File: src/arb_defines.svh
`ifndef ARB_DEFINES_SVH
`define ARB_DEFINES_SVH

// ------------------------------
// Transport path sizing
// ------------------------------

// Number of requesters, must be 2 or more
`define ARB_NUM_SRC 4

// Payload width of one requester word
`define ARB_DATA_W 16

// Source index width, follows from the requester count
`define ARB_SRC_W $clog2(`ARB_NUM_SRC)

// Buffer entries between producer and consumer, 2 or more
`define ARB_FIFO_DEPTH 4

// Width of each per-source accepted-item counter, wraps on overflow
`define ARB_CNT_W 16

`endif

File: src/arb_pkg.sv
`default_nettype none

`include "arb_defines.svh"

package arb_pkg;

  // ------------------------------
  // Shared vector types
  // ------------------------------

  // One requester payload word
  typedef logic [`ARB_DATA_W-1:0] payload_t;

  // Index of the requester that produced a word
  typedef logic [`ARB_SRC_W-1:0] src_t;

  // One per-source accepted-item count
  typedef logic [`ARB_CNT_W-1:0] cnt_t;

endpackage : arb_pkg

`default_nettype wire

File: src/arb_rr.sv
`timescale 1ns/1ps
`default_nettype none

module arb_rr #(
  parameter int num_src = 2
) (
  input  logic               clk,
  input  logic               rst_n,
  input  logic               enable,
  input  logic [num_src-1:0] request,
  output logic [num_src-1:0] grant
);

  // ------------------------------
  // Priority state
  // ------------------------------

  // One-hot pointer to the requester with top priority
  logic [num_src-1:0] prio_q;

  // Requests at or above the priority position
  logic [num_src-1:0] req_upper;

  // Lowest set bit of the upper and of the full request vector
  logic [num_src-1:0] first_upper;
  logic [num_src-1:0] first_any;

  // Priority after the current winner, rotated by one with wrap
  logic [num_src-1:0] prio_next;

  // ------------------------------
  // Grant search
  // ------------------------------

  // Subtracting one from a one-hot word sets every bit below it
  assign req_upper = request & ~(prio_q - {{(num_src-1){1'b0}}, 1'b1});

  // Two's complement trick isolates the lowest set bit
  assign first_upper = req_upper & (~req_upper + {{(num_src-1){1'b0}}, 1'b1});
  assign first_any   = request & (~request + {{(num_src-1){1'b0}}, 1'b1});

  // Wrap to the bottom only when nothing waits at or above priority
  always_comb begin
    if (|req_upper) begin
      grant = first_upper;
    end else begin
      grant = first_any;
    end
  end

  // Winner moves to the back of the queue
  assign prio_next = {grant[num_src-2:0], grant[num_src-1]};

  // ------------------------------
  // Priority update
  // ------------------------------

  always_ff @(posedge clk) begin
    if (!rst_n) begin
      // Index 0 starts out on top
      prio_q <= {{(num_src-1){1'b0}}, 1'b1};
    end else if (enable && |grant) begin
      // Only a taken grant moves priority
      prio_q <= prio_next;
    end
  end

endmodule : arb_rr

`default_nettype wire

File: src/flow_arb_rr.sv
`timescale 1ns/1ps
`default_nettype none

module flow_arb_rr #(
  parameter int num_src = 2
) (
  input  logic               clk,
  input  logic               rst_n,
  input  logic [num_src-1:0] push_valid,
  output logic [num_src-1:0] push_ready,
  input  logic               pop_ready,
  output logic               pop_valid,
  output logic [num_src-1:0] grant
);

  // Core arbiter whose priority moves only when the pop side takes the word
  arb_rr #(
    .num_src(num_src)
  ) u_arb_rr (
    .clk    (clk),
    .rst_n  (rst_n),
    .enable (pop_ready),
    .request(push_valid),
    .grant  (grant)
  );

  // ------------------------------
  // Push-ready per requester
  // ------------------------------

  // Ready is blocked by any grant held by another requester
  // Own valid never enters so ready has no loop through valid
  for (genvar i = 0; i < num_src; i++) begin : gen_push_ready
    localparam logic [num_src-1:0] own_bit = num_src'(1) << i;

    assign push_ready[i] = pop_ready && !(|(grant & ~own_bit));
  end

  // Any valid requester means a word is on offer downstream
  assign pop_valid = |push_valid;

endmodule : flow_arb_rr

`default_nettype wire

File: src/flow_mux_rr.sv
`timescale 1ns/1ps
`default_nettype none

`include "arb_defines.svh"

module flow_mux_rr import arb_pkg::*; (
  input  logic                         clk,
  input  logic                         rst_n,
  input  logic [`ARB_NUM_SRC-1:0]      push_valid,
  output logic [`ARB_NUM_SRC-1:0]      push_ready,
  input  payload_t [`ARB_NUM_SRC-1:0]  push_data,
  output logic                         mux_valid,
  input  logic                         mux_ready,
  output payload_t                     mux_data,
  output src_t                         mux_src
);

  // ------------------------------
  // Arbitration
  // ------------------------------

  // One-hot winner of the current cycle
  logic [`ARB_NUM_SRC-1:0] grant;

  flow_arb_rr #(
    .num_src(`ARB_NUM_SRC)
  ) u_flow_arb_rr (
    .clk       (clk),
    .rst_n     (rst_n),
    .push_valid(push_valid),
    .push_ready(push_ready),
    .pop_ready (mux_ready),
    .pop_valid (mux_valid),
    .grant     (grant)
  );

  // ------------------------------
  // Source tag and data select
  // ------------------------------

  // One-hot to binary, grant has at most one bit set
  always_comb begin
    mux_src = '0;
    for (int i = 0; i < `ARB_NUM_SRC; i++) begin
      if (grant[i]) begin
        mux_src = src_t'(i);
      end
    end
  end

  // Winner's payload passes straight through, no register on the path
  // With no grant this shows source 0, but mux_valid is low then
  assign mux_data = push_data[mux_src];

endmodule : flow_mux_rr

`default_nettype wire

File: src/fifo_flops.sv
`timescale 1ns/1ps
`default_nettype none

module fifo_flops import arb_pkg::*; #(
  parameter int depth = 2
) (
  input  logic     clk,
  input  logic     rst_n,
  input  logic     push_valid,
  output logic     push_ready,
  input  payload_t push_data,
  input  src_t     push_src,
  output logic     pop_valid,
  input  logic     pop_ready,
  output payload_t pop_data,
  output src_t     pop_src
);

  // ------------------------------
  // Sizing
  // ------------------------------

  localparam int ptr_w = $clog2(depth);
  localparam int cnt_w = $clog2(depth + 1);

  // Pointers wrap after the last storage index
  localparam logic [ptr_w-1:0] last_idx = ptr_w'(depth - 1);

  // ------------------------------
  // State
  // ------------------------------

  // Storage flops hold payload and source tag side by side
  payload_t mem_data [depth];
  src_t     mem_src  [depth];

  logic [ptr_w-1:0] wr_ptr;
  logic [ptr_w-1:0] rd_ptr;

  // Number of words held
  logic [cnt_w-1:0] count;

  logic full;
  logic empty;
  logic push_fire;
  logic pop_fire;

  assign full  = (count == cnt_w'(depth));
  assign empty = (count == '0);

  // A full buffer still takes a word when one leaves the same cycle
  assign push_ready = !full || pop_ready;
  assign pop_valid  = !empty;

  assign push_fire = push_valid && push_ready;
  assign pop_fire  = pop_valid && pop_ready;

  // ------------------------------
  // Pointers and occupancy
  // ------------------------------

  always_ff @(posedge clk) begin
    if (!rst_n) begin
      wr_ptr <= '0;
      rd_ptr <= '0;
      count  <= '0;
    end else begin
      if (push_fire) begin
        wr_ptr <= (wr_ptr == last_idx) ? '0 : wr_ptr + 1'b1;
      end
      if (pop_fire) begin
        rd_ptr <= (rd_ptr == last_idx) ? '0 : rd_ptr + 1'b1;
      end
      // Push and pop together leave the count unchanged
      case ({push_fire, pop_fire})
        2'b10:   count <= count + 1'b1;
        2'b01:   count <= count - 1'b1;
        default: count <= count;
      endcase
    end
  end

  // Storage write at the write pointer
  always_ff @(posedge clk) begin
    if (push_fire) begin
      mem_data[wr_ptr] <= push_data;
      mem_src[wr_ptr]  <= push_src;
    end
  end

  // Head of the queue
  assign pop_data = mem_data[rd_ptr];
  assign pop_src  = mem_src[rd_ptr];

endmodule : fifo_flops

`default_nettype wire

File: src/flow_drain.sv
`timescale 1ns/1ps
`default_nettype none

`include "arb_defines.svh"

module flow_drain import arb_pkg::*; (
  input  logic                     clk,
  input  logic                     rst_n,
  input  logic                     buf_valid,
  output logic                     buf_ready,
  input  payload_t                 buf_data,
  input  src_t                     buf_src,
  output logic                     out_valid,
  input  logic                     out_ready,
  output payload_t                 out_data,
  output src_t                     out_src,
  output cnt_t [`ARB_NUM_SRC-1:0]  src_count
);

  // Word moves from the buffer into the output register
  logic buf_fire;

  // ------------------------------
  // Output register
  // ------------------------------

  // Take a new word when the register is empty or being emptied now
  assign buf_ready = !out_valid || out_ready;
  assign buf_fire  = buf_valid && buf_ready;

  // Valid flag
  always_ff @(posedge clk) begin
    if (!rst_n) begin
      out_valid <= 1'b0;
    end else if (buf_fire) begin
      out_valid <= 1'b1;
    end else if (out_ready) begin
      // Word left and nothing replaced it
      out_valid <= 1'b0;
    end
  end

  // Payload and tag, held while out_ready is low
  always_ff @(posedge clk) begin
    if (buf_fire) begin
      out_data <= buf_data;
      out_src  <= buf_src;
    end
  end

  // ------------------------------
  // Per-source counters
  // ------------------------------

  // One count per accepted word of each source, wraps at full scale
  always_ff @(posedge clk) begin
    if (!rst_n) begin
      src_count <= '0;
    end else if (buf_fire) begin
      src_count[buf_src] <= src_count[buf_src] + cnt_t'(1);
    end
  end

endmodule : flow_drain

`default_nettype wire

File: src/arb_top.sv
`timescale 1ns/1ps
`default_nettype none

`include "arb_defines.svh"

module arb_top import arb_pkg::*; (
  input  logic                         clk,
  input  logic                         rst_n,
  input  logic [`ARB_NUM_SRC-1:0]      push_valid,
  output logic [`ARB_NUM_SRC-1:0]      push_ready,
  input  payload_t [`ARB_NUM_SRC-1:0]  push_data,
  output logic                         out_valid,
  input  logic                         out_ready,
  output payload_t                     out_data,
  output src_t                         out_src,
  output cnt_t [`ARB_NUM_SRC-1:0]      src_count
);

  // ------------------------------
  // Internal links
  // ------------------------------

  // Arbiter to buffer
  logic     mux_valid;
  logic     mux_ready;
  payload_t mux_data;
  src_t     mux_src;

  // Buffer to drain
  logic     buf_valid;
  logic     buf_ready;
  payload_t buf_data;
  src_t     buf_src;

  // Producer, zero-cycle arbitration and source tag
  flow_mux_rr u_flow_mux_rr (
    .clk       (clk),
    .rst_n     (rst_n),
    .push_valid(push_valid),
    .push_ready(push_ready),
    .push_data (push_data),
    .mux_valid (mux_valid),
    .mux_ready (mux_ready),
    .mux_data  (mux_data),
    .mux_src   (mux_src)
  );

  // Buffer, one cycle minimum latency
  fifo_flops #(
    .depth(`ARB_FIFO_DEPTH)
  ) u_fifo_flops (
    .clk       (clk),
    .rst_n     (rst_n),
    .push_valid(mux_valid),
    .push_ready(mux_ready),
    .push_data (mux_data),
    .push_src  (mux_src),
    .pop_valid (buf_valid),
    .pop_ready (buf_ready),
    .pop_data  (buf_data),
    .pop_src   (buf_src)
  );

  // Consumer, registered output and counters
  flow_drain u_flow_drain (
    .clk      (clk),
    .rst_n    (rst_n),
    .buf_valid(buf_valid),
    .buf_ready(buf_ready),
    .buf_data (buf_data),
    .buf_src  (buf_src),
    .out_valid(out_valid),
    .out_ready(out_ready),
    .out_data (out_data),
    .out_src  (out_src),
    .src_count(src_count)
  );

endmodule : arb_top

`default_nettype wire

File: config.mk
export PLATFORM = sky130hd
export DESIGN_NAME = arb_top
export DESIGN_NICKNAME = d
export VERILOG_FILES = /design/src/arb_pkg.sv /design/src/arb_rr.sv /design/src/flow_arb_rr.sv /design/src/flow_mux_rr.sv /design/src/fifo_flops.sv /design/src/flow_drain.sv /design/src/arb_top.sv
export VERILOG_INCLUDE_DIRS = /design/src
export SDC_FILE = /design/constraint.sdc
export NUM_CORES = 1
export LEC_CHECK = 0
export CELL_PAD_IN_SITES_DETAIL_PLACEMENT = 0
export CELL_PAD_IN_SITES_GLOBAL_PLACEMENT = 1
export CORE_ASPECT_RATIO = 1.75
export CORE_MARGIN = 1.5
export CORE_UTILIZATION = 45
export DETAILED_ROUTE_END_ITERATION = 8
export DONT_BUFFER_PORTS = 1
export HOLD_SLACK_MARGIN = 0.1
export PLACE_DENSITY_LB_ADDON = 0.1
export RECOVER_POWER = 50
export SETUP_SLACK_MARGIN = 0.1
export SLEW_MARGIN = 5
export SYNTH_ARGS = -nofsm -noshare
export SYNTH_HDL_FRONTEND = slang
export SYNTH_SLANG_ARGS = --single-unit
File: constraint.sdc
create_clock -name clk -period 2.55 [get_ports clk]
set_input_delay 0.3825 -clock clk [delete_from_list [all_inputs] [get_ports clk]]
set_output_delay 0.3825 -clock clk [all_outputs]
set_load 0.01 [all_outputs]
==> summary.md <==
| Metric | Value |
|---|---|
| Worst hold slack | `120.8 ps` |
| Core ar. | `0.01645 sq mm` |
| Ant. Diodes | `0` |
| Largest net degree at the start of global routing | `33` |
| Number of remaining DRC errors | `0` |
| Stages on the worst setup path | `11` |
| RSZ-0062 raised after global routing | `true` |
| Critical R2R Launch | `u_fifo_flops.mem_src[3][1]$_DFFE_PP_` |
| Leak pwr | `0.003542 uW` |
| Clock sinks | `168` |
| Vias in the first global route | `5822` |
| Hold Crit Class | `input pin to flop` |
| Worst skew pair latency | `430 ps` |
| Synth warn | `0` |
| Relative slew slack | `41.63%` |
| CP endpoint | `u_flow_drain.src_count[29]$_SDFFE_PN0P_` |
| Global-route wire length before repair | `30.53 mm` |
| Setup Skew | `13.88 ps` |
| Nets | `817` |
| Vias | `5532` |
| Number of max-cap violations | `0` |
| Status | `complete, but fails checks` |
| Layout cell share with drive strength beyond 1 | `37.60%` |
| Final min period | `2795 ps` |
| Dpl hpwl | `13.84 mm` |
| Reg area | `0.004273 sq mm` |
| Crit path cell chain | `mux4_2 > buf_6 > buf_12 > mux2i_4 > mux2i_2 > buf_4 > nand4_1 > nor4_4 > buf_4 > xnor2_4 > a21oi_1` |
| F_max | `357.8 MHz` |
| Crit share post-route | `109.6%` |
| Most used cell, CP | `buf_4` |
| Metal-1 WL | `7.090 mm` |
| GP Congestion | `0.8405` |
| Die X | `101.3 um` |
| Post-synthesis cell count | `651` |
| CTS tree | `built` |
| Root Buffer | `clkbuf_16` |
| # IOs | `158` |
| Synth Register Bits | `168` |
| CP startpoint | `u_fifo_flops.mem_src[3][1]$_DFFE_PP_` |
| H-tree depth | `4` |
| Final wirelength | `20.41 mm` |
| CP peak stage delay | `500 ps` |
| Design area | `0.009857 sq mm` |
| Worst setup SP type | `flop` |
| DP Area | `0.008354 sq mm` |
| Vias per inst | `5.680` |
| Cell row count | `62` |
| Final WS setup | `-244.7 ps` |
| Ys flop type | `edfxtp_1` |
| Worst EP arrival | `3110 ps` |
| Failing checks | `setup timing` |
| Routed wl met2 | `11.91 mm` |
| Starting density of the core | `46.23%` |
| Port Buf Inserts | `0` |
| Top Layer Used | `met4` |
| Worst VDD drop | `0.0005273 V` |
| Clock transition at the registers of the reported paths | `70 ps` |
| WP buf/inv | `4` |
| Syn avg cell area | `11.68 sq um` |
| Critical Path RT | `2860 ps` |
| CP delay by family, top | `multiplexers` |
| Pre-antenna DRT Iters | `5` |
| Synth cell types | `53` |
| Worst-path maximum fanout | `8` |
| Post-route ant nets | `0` |
| CTS Buf Count | `17` |
| Ys async rst share | `0%` |
| Clock Tree Buf Depth | `2` |
| Final setup viols | `56` |
| R2R cell count | `11` |
| Die ar. | `0.01772 sq mm` |
| R2r setup slk | `-240 ps` |
| Number of enable flip-flop cells after synthesis | `90` |
| Syn Nets | `731` |
| Met3 wire length | `971 um` |
| Max-slew violations | `0` |
| R2r endpoint | `u_flow_drain.src_count[29]$_SDFFE_PN0P_` |
| Initial antenna violation count | `0` |
| Final Hold Viols | `0` |
| Sequential share of the synthesized area | `56.08%` |
| Die Ht | `175.0 um` |
| Post-Syn Area | `0.007604 sq mm` |
| Slowest cell on crit path | `mux4_2` |
| Overall Global Routing Usage | `22.95%` |
| # fillers | `1337` |
| WS Path Type | `flop to flop` |
| Worst setup EP type | `flop` |
| Wire per inst | `20.96 um` |
| GRT overflow | `0` |
| Worst Tran Pin Value | `872.3 ps` |
| Detailed Route Iter0 Violations | `186` |
| Area of the multi-input gates | `0.003664 sq mm` |
| Layout Area Growth over Synthesis | `29.64%` |
| Power per standard cell area | `1151 mW/mm^2` |
## layer usage
metal,GRT usage (%),up-vias
met4,8.912,0
met2,44.91,200
met5,0,-
li1,-,2588
met1,22.31,2713
met3,5.320,31
## cell usage in the layout, fill, tap and decap left out, types with 4 or more instances in the layout
cell type,instances
a211oi_1,7
a211oi_2,22
a21oi_1,31
a21oi_2,15
a31oi_1,8
buf_12,7
buf_4,85
buf_6,11
clkbuf_1,5
clkbuf_16,19
clkinvlp_4,5
dfxtp_1,75
edfxtp_1,90
ha_1,6
inv_1,9
mux2i_1,43
mux2i_2,8
mux2i_4,6
mux4_2,19
nand2_1,49
nand3_2,10
nand4_1,8
nor2_1,55
nor2_2,5
nor3_1,21
nor3_2,5
nor3b_2,4
o21ai_0,32
o311ai_1,4
xnor2_2,5
## area by class of cell
type / count / area share (%)
inverter: 15 / 0.6728
tap: 224 / 2.843
timing repair buffer: 109 / 10.00
clock inverter: 11 / 1.498
sequential: 168 / 43.35
multi-input combinational: 426 / 37.17
clock buffer: 21 / 4.468
## cells in the mapped netlist, drive strengths merged (9+ instances only)
| master | instances | area (sq um) |
|---|---|---|
| clkbuf | 31 | 116.4 |
| nand4 | 9 | 71.32 |
| nor3 | 28 | 145.1 |
| xnor2 | 11 | 96.34 |
| o21ai | 32 | 160.2 |
| a21oi | 46 | 230.2 |
| nand2 | 53 | 198.9 |
| mux2i | 57 | 619.3 |
| nor2 | 62 | 232.7 |
| a211oi | 29 | 237.7 |
| nand3 | 15 | 80.08 |
| dfxtp | 78 | 1562 |
| edfxtp | 90 | 2703 |
| inv | 15 | 56.30 |
| buf | 11 | 80.07 |
| mux4 | 19 | 427.9 |
## sequential cells by signal, indices dropped and copies added, names as in the netlist, named ones only
name,count
u_flow_drain.out_data,16
u_flow_drain.out_valid,1
u_fifo_flops.rd_ptr,2
u_fifo_flops.wr_ptr,2
u_flow_mux_rr.u_flow_arb_rr.u_arb_rr.prio_q,4
u_flow_drain.src_count,64
u_fifo_flops.count,3
u_flow_drain.out_src,2
u_fifo_flops.mem_src,8
u_fifo_flops.mem_data,64
## metrics by stage
stage	total power (uW)	worst slack (ps)	setup TNS, ps	util [%]	cells
2_1_floorplan	6785	-35.32	-143.6	-	651
3_3_place_gp	7971	-140.5	-3013	50.80	901
3_5_place_dp	8058	-224.4	-5777	50.80	901
4_1_cts	10950	-184.8	-4974	56.89	953
5_1_grt	11900	-343.1	-14740	59.94	974
6_report	11340	-244.7	-9019	59.94	974
## power breakdown
part           internal [uW]  total, uW  switching (uW)
logic                   2010       4390            2380
registers               3720       4360             639
clock network           1540       2590            1050
## logic make-up (layout without fill, tap and decap cells)
kind of cell               Yosys count  in the layout  share of synthesized area, %
and+or+nand+nor                    195            195                         12.65
muxes                               80             80                         14.41
DFF                                168            168                         56.08
buffers and inverters               57            156                         3.324
xor gates and xnor gates            13             13                         1.497
AOI/OAI and AO/OA                  129            129                         10.45
adders and majority gates            9              9                         1.580
## how the worst min path moves through the flow
stage | startpoint | to | depth (start not counted)
4_1_cts | rst_n | u_flow_drain.src_count[37]$_SDFFE_PN0P_ | 2
3_5_place_dp | u_flow_drain.src_count[36]$_SDFFE_PN0P_ | u_flow_drain.src_count[36]$_SDFFE_PN0P_ | 2
6_report | rst_n | u_flow_drain.src_count[26]$_SDFFE_PN0P_ | 2
5_1_grt | rst_n | u_flow_drain.src_count[26]$_SDFFE_PN0P_ | 2
2_1_floorplan | u_flow_mux_rr.u_flow_arb_rr.u_arb_rr.prio_q[3]$_SDFFE_PN0P_ | u_flow_mux_rr.u_flow_arb_rr.u_arb_rr.prio_q[3]$_SDFFE_PN0P_ | 2
3_3_place_gp | u_fifo_flops.count[2]$_SDFFE_PN0P_ | u_fifo_flops.count[2]$_SDFFE_PN0P_ | 2
## what timing repair did
action,in CTS,in global routing
setup endpoints to repair,68,93
hold buffers,1,0
pin swaps,25,38
cloned,0,2
endpoints found under the hold margin,24,0
setup buffers,19,21
gates resized for setup,62,65
## worst register-to-register path: cells and delay by family, from the launching register on
kind	cells	cell delay (ps)
and+or+nand+nor	2	520
xor gates and xnor gates	1	140
muxes	3	910
DFF	1	370
buffers and inverters	4	650
AOI/OAI and AO/OA	1	90
Note: power is estimated with default switching activity, not from simulation.
